<file path="config.mk">
export PLATFORM = sky130hd
export DESIGN_NAME = irq_path_top
export DESIGN_NICKNAME = d
export VERILOG_FILES = /design/src/source/mtimer_pkg.sv /design/src/source/irq_map_pkg.sv /design/src/source/irq_src_if.sv /design/src/source/irq_path_top.sv /design/src/source/irq_prio_arbiter.sv /design/src/source/mtimer.sv /design/src/source/irq_sync.sv
export VERILOG_INCLUDE_DIRS = /design/src /design/src/source
export SDC_FILE = /design/constraint.sdc
export NUM_CORES = 1
export LEC_CHECK = 0
export BUFFER_PORTS_ARGS = -buffer_cell sky130_fd_sc_hd__buf_2
export CAP_MARGIN = 15
export CORE_MARGIN = 2
export CORE_UTILIZATION = 45
export DETAILED_ROUTE_END_ITERATION = 8
export HOLD_SLACK_MARGIN = 0.03
export PLACE_DENSITY_LB_ADDON = 0.05
export SYNTH_ARGS = -nofsm -noshare
export SYNTH_HDL_FRONTEND = slang
export SYNTH_HIERARCHICAL = 1
export SYNTH_SLANG_ARGS = --single-unit
</file>
<file path="constraint.sdc">
create_clock -name clk_i -period 4.15 [get_ports clk_i]
set_clock_uncertainty 0.1 [all_clocks]
set_input_delay 0.83 -clock clk_i [delete_from_list [all_inputs] [get_ports clk_i]]
set_output_delay 0.83 -clock clk_i [all_outputs]
set_load 0.02 [all_outputs]
</file>
<file path="src/source/irq_path_defs.svh">
/*
 * interrupt path widths and counts
 * source count, id width, timer width and standard bit positions
 */
`ifndef IRQ_PATH_DEFS_SVH
`define IRQ_PATH_DEFS_SVH

`define IRQ_NUM_SRC   32
`define IRQ_ID_W      5
`define MTIME_W       64
`define SYNC_STAGES   2
`define PLAT_IRQ_W    16

`define IRQ_MSIP_BIT  3
`define IRQ_MTIP_BIT  7
`define IRQ_SEIP_BIT  9
`define IRQ_MEIP_BIT  11

`endif
</file>
<file path="src/source/mtimer_pkg.sv">
/*
 * machine timer types
 * one count type serves both mtime and mtimecmp
 */
`include "irq_path_defs.svh"

package mtimer_pkg;

  typedef logic [`MTIME_W-1:0] mtime_t;

  // compare value after reset, keeps mtip low
  localparam mtime_t mtimecmp_rst_val = '1;

  // increment step per real-time clock tick
  localparam mtime_t mtime_step = mtime_t'(1);

endpackage

</file>
<file path="src/source/irq_map_pkg.sv">
/*
 * local interrupt numbering
 * source id type and the two views of the pending word
 */
`include "irq_path_defs.svh"

package irq_map_pkg;

  typedef logic [`IRQ_ID_W-1:0] irq_id_t;

  // standard local interrupt layout, ids 15 down to 0
  typedef struct packed {
    logic [3:0] rsvd_15_12;
    logic       meip;
    logic       rsvd_10;
    logic       seip;
    logic       rsvd_8;
    logic       mtip;
    logic [2:0] rsvd_6_4;
    logic       msip;
    logic [2:0] rsvd_2_0;
  } irq_std_t;

  typedef struct packed {
    logic [`PLAT_IRQ_W-1:0] plat;
    irq_std_t               std;
  } irq_fields_t;

  // flat view for masking and search, field view for filling
  typedef union packed {
    logic [`IRQ_NUM_SRC-1:0] flat;
    irq_fields_t             fields;
  } irq_word_u;

endpackage

</file>
<file path="src/source/irq_src_if.sv">
/*
 * interrupt source bundle between the pipeline stages
 * synchronized lines, rtc tick and timer interrupt
 */
`include "irq_path_defs.svh"

interface irq_src_if;

  logic                   rtc_tick;
  logic                   meip;
  logic                   seip;
  logic                   msip;
  logic [`PLAT_IRQ_W-1:0] plat;
  logic                   mtip;

  modport sync (output rtc_tick, meip, seip, msip, plat);

  modport timer (input rtc_tick, output mtip);

  modport prio (input meip, seip, msip, plat, mtip);

endinterface

</file>
<file path="src/source/irq_path_top.sv">
/*
 * interrupt delivery path in front of the core
 * synchronize, machine timer, then priority selection
 */
`include "irq_path_defs.svh"

module irq_path_top
  import irq_map_pkg::*;
  import mtimer_pkg::*;
(
  input  logic                    clk_i,
  input  logic                    ndmreset_n,
  input  logic                    rtc_i,
  input  logic                    meip_i,
  input  logic                    seip_i,
  input  logic                    msip_i,
  input  logic [`PLAT_IRQ_W-1:0]  plat_irq_i,
  input  logic                    mtimecmp_we_i,
  input  mtime_t                  mtimecmp_i,
  input  logic [`IRQ_NUM_SRC-1:0] irq_enable_i,
  input  logic                    irq_ack_i,
  output logic                    irq_req_o,
  output irq_id_t                 irq_id_o,
  output logic [`IRQ_NUM_SRC-1:0] irq_onehot_o,
  output mtime_t                  mtime_o
);

  // sources between the stages
  irq_src_if src_if ();

  // --------------------
  // synchronizer
  // --------------------
  irq_sync i_irq_sync (
    .clk_i      ( clk_i      ),
    .ndmreset_n ( ndmreset_n ),
    .rtc_i      ( rtc_i      ),
    .meip_i     ( meip_i     ),
    .seip_i     ( seip_i     ),
    .msip_i     ( msip_i     ),
    .plat_irq_i ( plat_irq_i ),
    .src        ( src_if     )
  );

  // --------------------
  // machine timer
  // --------------------
  mtimer i_mtimer (
    .clk_i         ( clk_i         ),
    .ndmreset_n    ( ndmreset_n    ),
    .mtimecmp_we_i ( mtimecmp_we_i ),
    .mtimecmp_i    ( mtimecmp_i    ),
    .mtime_o       ( mtime_o       ),
    .src           ( src_if        )
  );

  // priority and core handshake
  irq_prio_arbiter i_irq_prio_arbiter (
    .clk_i        ( clk_i        ),
    .ndmreset_n   ( ndmreset_n   ),
    .irq_enable_i ( irq_enable_i ),
    .irq_ack_i    ( irq_ack_i    ),
    .irq_req_o    ( irq_req_o    ),
    .irq_id_o     ( irq_id_o     ),
    .irq_onehot_o ( irq_onehot_o ),
    .src          ( src_if       )
  );

endmodule

</file>
<file path="src/source/irq_prio_arbiter.sv">
/*
 * priority stage
 * latches the pending word, picks the highest enabled id and
 * holds the request towards the core until it is acknowledged
 */
`include "irq_path_defs.svh"

module irq_prio_arbiter
  import irq_map_pkg::*;
(
  input  logic                    clk_i,
  input  logic                    ndmreset_n,
  input  logic [`IRQ_NUM_SRC-1:0] irq_enable_i,
  input  logic                    irq_ack_i,
  output logic                    irq_req_o,
  output irq_id_t                 irq_id_o,
  output logic [`IRQ_NUM_SRC-1:0] irq_onehot_o,
  irq_src_if.prio                 src
);

  irq_word_u               pend_d;
  irq_word_u               pend_q;
  logic [`IRQ_NUM_SRC-1:0] masked;
  logic                    any_pend;
  irq_id_t                 sel_id;
  logic                    req_q;
  irq_id_t                 id_q;

  // --------------------
  // pending word
  // --------------------
  always_comb begin
    pend_d                    = '0;
    pend_d.fields.plat        = src.plat;
    pend_d.fields.std.meip    = src.meip;
    pend_d.fields.std.seip    = src.seip;
    pend_d.fields.std.mtip    = src.mtip;
    pend_d.fields.std.msip    = src.msip;
  end

  // keeps updating while a request is outstanding
  always_ff @(posedge clk_i or negedge ndmreset_n) begin
    if (!ndmreset_n) begin
      pend_q <= '0;
    end else begin
      pend_q <= pend_d;
    end
  end

  // --------------------
  // selection
  // --------------------
  assign masked   = pend_q.flat & irq_enable_i;
  assign any_pend = |masked;

  // higher id wins, so the last hit in the loop is kept
  always_comb begin
    sel_id = '0;
    for (int i = 0; i < `IRQ_NUM_SRC; i++) begin
      if (masked[i]) begin
        sel_id = irq_id_t'(i);
      end
    end
  end

  always_ff @(posedge clk_i or negedge ndmreset_n) begin
    if (!ndmreset_n) begin
      req_q <= 1'b0;
    end else if (req_q) begin
      if (irq_ack_i) begin
        req_q <= 1'b0;
      end
    end else if (any_pend) begin
      req_q <= 1'b1;
    end
  end

  // id only moves when a new request is raised
  always_ff @(posedge clk_i or negedge ndmreset_n) begin
    if (!ndmreset_n) begin
      id_q <= '0;
    end else if (!req_q && any_pend) begin
      id_q <= sel_id;
    end
  end

  // one-hot word towards the core
  always_comb begin
    irq_onehot_o = '0;
    if (req_q) begin
      irq_onehot_o[id_q] = 1'b1;
    end
  end

  assign irq_req_o = req_q;
  assign irq_id_o  = id_q;

endmodule

</file>
<file path="src/source/mtimer.sv">
/*
 * machine timer stage
 * mtime counts rtc ticks, mtip is raised once mtime reaches mtimecmp
 */
`include "irq_path_defs.svh"

module mtimer
  import mtimer_pkg::*;
(
  input  logic    clk_i,
  input  logic    ndmreset_n,
  input  logic    mtimecmp_we_i,
  input  mtime_t  mtimecmp_i,
  output mtime_t  mtime_o,
  irq_src_if.timer src
);

  mtime_t mtime_q;
  mtime_t mtimecmp_q;
  logic   mtip_q;

  // --------------------
  // time counter
  // --------------------
  always_ff @(posedge clk_i or negedge ndmreset_n) begin
    if (!ndmreset_n) begin
      mtime_q <= '0;
    end else if (src.rtc_tick) begin
      mtime_q <= mtime_q + mtime_step;
    end
  end

  // compare register, written by the core side
  always_ff @(posedge clk_i or negedge ndmreset_n) begin
    if (!ndmreset_n) begin
      mtimecmp_q <= mtimecmp_rst_val;
    end else if (mtimecmp_we_i) begin
      mtimecmp_q <= mtimecmp_i;
    end
  end

  // --------------------
  // timer interrupt
  // --------------------
  always_ff @(posedge clk_i or negedge ndmreset_n) begin
    if (!ndmreset_n) begin
      mtip_q <= 1'b0;
    end else begin
      mtip_q <= (mtime_q >= mtimecmp_q);
    end
  end

  assign src.mtip = mtip_q;
  assign mtime_o  = mtime_q;

endmodule

</file>
<file path="src/source/irq_sync.sv">
/*
 * input synchronizer stage
 * brings the asynchronous interrupt lines into clk_i and makes the rtc tick
 */
`include "irq_path_defs.svh"

module irq_sync (
  input  logic                   clk_i,
  input  logic                   ndmreset_n,
  input  logic                   rtc_i,
  input  logic                   meip_i,
  input  logic                   seip_i,
  input  logic                   msip_i,
  input  logic [`PLAT_IRQ_W-1:0] plat_irq_i,
  irq_src_if.sync                src
);

  // platform lines, msip, seip, meip and rtc
  localparam int unsigned n_lines = `PLAT_IRQ_W + 4;

  logic [n_lines-1:0]                    async_in;
  logic [`SYNC_STAGES-1:0][n_lines-1:0]  sync_q;
  logic [n_lines-1:0]                    sync_out;
  logic                                  rtc_s;
  logic                                  rtc_q;
  logic                                  tick_q;

  assign async_in = {rtc_i, meip_i, seip_i, msip_i, plat_irq_i};

  // --------------------
  // flop chain
  // --------------------
  always_ff @(posedge clk_i or negedge ndmreset_n) begin
    if (!ndmreset_n) begin
      sync_q <= '0;
    end else begin
      sync_q <= {sync_q[`SYNC_STAGES-2:0], async_in};
    end
  end

  assign sync_out = sync_q[`SYNC_STAGES-1];
  assign rtc_s    = sync_out[`PLAT_IRQ_W+3];

  // --------------------
  // rtc edge detect
  // --------------------
  always_ff @(posedge clk_i or negedge ndmreset_n) begin
    if (!ndmreset_n) begin
      rtc_q  <= 1'b0;
      tick_q <= 1'b0;
    end else begin
      rtc_q  <= rtc_s;
      // one pulse per rising edge
      tick_q <= rtc_s & ~rtc_q;
    end
  end

  assign src.rtc_tick = tick_q;
  assign src.meip     = sync_out[`PLAT_IRQ_W+2];
  assign src.seip     = sync_out[`PLAT_IRQ_W+1];
  assign src.msip     = sync_out[`PLAT_IRQ_W];
  assign src.plat     = sync_out[`PLAT_IRQ_W-1:0];

endmodule

</file>
==> metrics.txt <==
outcome completed; die span in x about 150 um; # setup viols final 0; Routed WL between 15 and 20 mm; clk slew on worst S/H paths approximately 0.07 ns; nets about 1200; final period utilization 0.7184; asr flop ratio synth 1.000; RSZ-0062 raised after global routing false; FP Rows 52; Power Dens Cells between 400 and 500 nW/um^2; Post-synth EDFFs 0; CTS tree built; Vias/cell about 4.9; vias in the first global route 6439; clk sinks slightly below 200; pre-CTS WS 1.227 ns; Crit Path Category reg2reg; Placed Cells 1314; Final Max Tran Viols 0; Leak Pwr 5.562 nW; Max Fclk roughly 0.34 GHz; minimum clock period just under 3 ns; Seq/Total Area, Yosys 0.5466; r2r worst-path depth 8; clock buffer depth 2; GRT overflow 0; final hold vios 0; CORE AREA approximately 20000 um^2; WL per Instance approximately 15 um; synthesized flop and latch total 197; all-layer global routing usage 0.1910; Tot Pwr ~4.6 mW; RD Place Congestion about 0.76; Peak VDD IR about 0.23 mV; die footprint 21520 um^2; first-pass GRT wire length 32.65 mm; Area Overhead vs Synth 19.97%; drt first pass iters 4; CP Max Fanout 3; Finished Core Util 0.5469; main flop type after synthesis dfrtp_1; Ys Warns 6; commonest cells after routing, fill and taps aside 207 x buf_2, 133 x dfrtp_1, 112 x nand2_1, 77 x o21ai_0, 71 x inv_1; commonest non-fill, non-tap cell in the layout buf_2; initial antenna violation count 1; vias 6591; largest net degree at the start of global routing between 90 and 100; Starting Density 0.4559; max_cap viols 0; DP Wirelength 14.68 mm; Syn Nets approximately 1100; port bufs 209; Mapped Area between 9000 and 10000 um^2; Tightest Pin Transition between 0.8 and 0.9 ns; number of remaining DRC errors 0; Crit. End Element flip-flop; ant diodes 0; Worst EP required approximately 4.3 ns; type of the tightest min-delay check reg2reg; # resized after CTS 0; TritonCTS buffer count 17; post-CTS setup buffer count 0; Synth Instances about 870; Die Y approximately 150 um; setup_tns 0 ns; Final WS setup 1.169 ns; mean post-synth cell area roughly 11 um^2; Max transition margin 0.4369; Crit path arrival time between 3 and 4 ns; CTS root buf clkbuf_16; startpoint type of the worst setup path flip-flop; worst hold path depth 0; antenna-violating nets left 0; count of cell types in the netlist between 50 and 60; CTS Hold Buffers Added 0; layout cell share with drive strength beyond 1 0.3030; fin cells about 1300; io pins about 220; Clock Latency Late Sink 0.42 ns; H-tree levels 4; Detailed Route Iter0 Violations 246
[per-layer routing]
layer	global-route usage	vias to the layer above	wire length, um
met3	0.04876	23	1128
li1	-	3331	-
met2	0.3042	169	9119
met1	0.2599	3066	9190
met5	0	-	11
met4	0.05583	2	286
[cell usage after synthesis (all sizes together), types with 2 or more instances]
cell	count	area share
ha	65	0.089
a2111oi	2	0.0019
nand2b	2	0.0014
nor3	10	0.0079
xor2	14	0.013
a22oi	7	0.0057
nor2b	2	0.0030
dfrtp	133	0.36
a221o	2	0.0022
a22o	6	0.0059
nand3b	4	0.0033
a21oi	24	0.013
or3	7	0.0053
buf	18	0.015
a211oi	3	0.0025
or4	3	0.0029
inv	71	0.029
nand4	31	0.023
or3b	2	0.0019
nand2	112	0.046
dfstp	64	0.18
and4	4	0.0038
a221oi	2	0.0019
a31oi	2	0.0014
a21o	10	0.0090
clkbuf	18	0.0074
nor2	61	0.025
o21ai	77	0.042
nand3	27	0.015
xnor2	49	0.047
and3	9	0.0061
and2	3	0.0020
mux2	5	0.0074
o211ai	3	0.0025
nor4	5	0.0034
[area by class of cell]
class / count / area, um^2
multi-input cells: 562 / 3685
flip-flops and latches: 197 / 5010
clock buffers: 19 / 442.9
repair buffers: 214 / 1095
fillers: 1898 / 9109
clock inverters: 13 / 158.9
well taps: 270 / 337.8
inverters: 71 / 266.5
[through the flow]
stage               hold WS [ns]  cell area (um^2)
detailed placement        0.2347             10390
global placement          0.2324             10390
floorplan                 0.2312              9165
CTS                       0.2492             11000
global route              0.2529             11000
finish                    0.2469             11000
[state kept, by name, summed over array words and instances (netlist names)]
name / cells
i_irq_prio_arbiter/irq_id_o: 5
i_irq_prio_arbiter/irq_req_o: 1
i_irq_prio_arbiter/pend_q: 20
i_irq_sync/rtc_q: 1
i_irq_sync/src.rtc_tick: 1
i_irq_sync/sync_out: 20
i_irq_sync/sync_q: 20
i_mtimer/mtime_o: 64
i_mtimer/mtimecmp_q: 64
i_mtimer/src.mtip: 1
[kinds of logic (layout without fill, tap and decap cells)]
logic type	after synthesis	in the layout	synth area share
AND/OR/NAND/NOR	283	283	0.1500
flip-flops	197	197	0.5466
AO/OA/AOI/OAI	145	145	0.09461
buffers and inverters	107	317	0.05133
adder cells (fa/ha/maj)	65	65	0.08874
XOR/XNOR	63	63	0.06020
multiplexers	6	6	0.008464
[power breakdown]
group | total (mW) | internal (mW) | leakage, nW | switching (mW)
logic | 0.718 | 0.276 | 2.91 | 0.442
clock network | 1.68 | 0.928 | 0.295 | 0.756
registers | 2.21 | 2.10 | 2.36 | 0.116
total | 4.62 | 3.30 | 5.56 | 1.31
[worst max-delay path: stages (launching register included)]
cell and delay [ns]:
dfstp_2 0.51, inv_1 0.05, ha_1 0.30, a21oi_1 0.15, nand2_1 0.07, a221o_1 0.34
a211o_1 0.31, a2111oi_0 0.73, o21ai_0 0.25
[final timing paths]
check                                              from                       endpoint  slack, ns
worst max-delay path            i_mtimer/mtimecmp_q[46]              i_mtimer/src.mtip       1.17
worst min-delay path              i_irq_sync/sync_q[16]        i_irq_sync/sync_out[16]       0.25
worst max register to register  i_mtimer/mtimecmp_q[46]              i_mtimer/src.mtip       1.17
worst min register to register    i_irq_sync/sync_q[16]        i_irq_sync/sync_out[16]       0.25
max in group asynchronous                    ndmreset_n         i_mtimer/mtimecmp_q[0]       2.63
min in group asynchronous                    ndmreset_n  i_irq_prio_arbiter/pend_q[31]       0.37
Power figures use the tool's default switching activity.
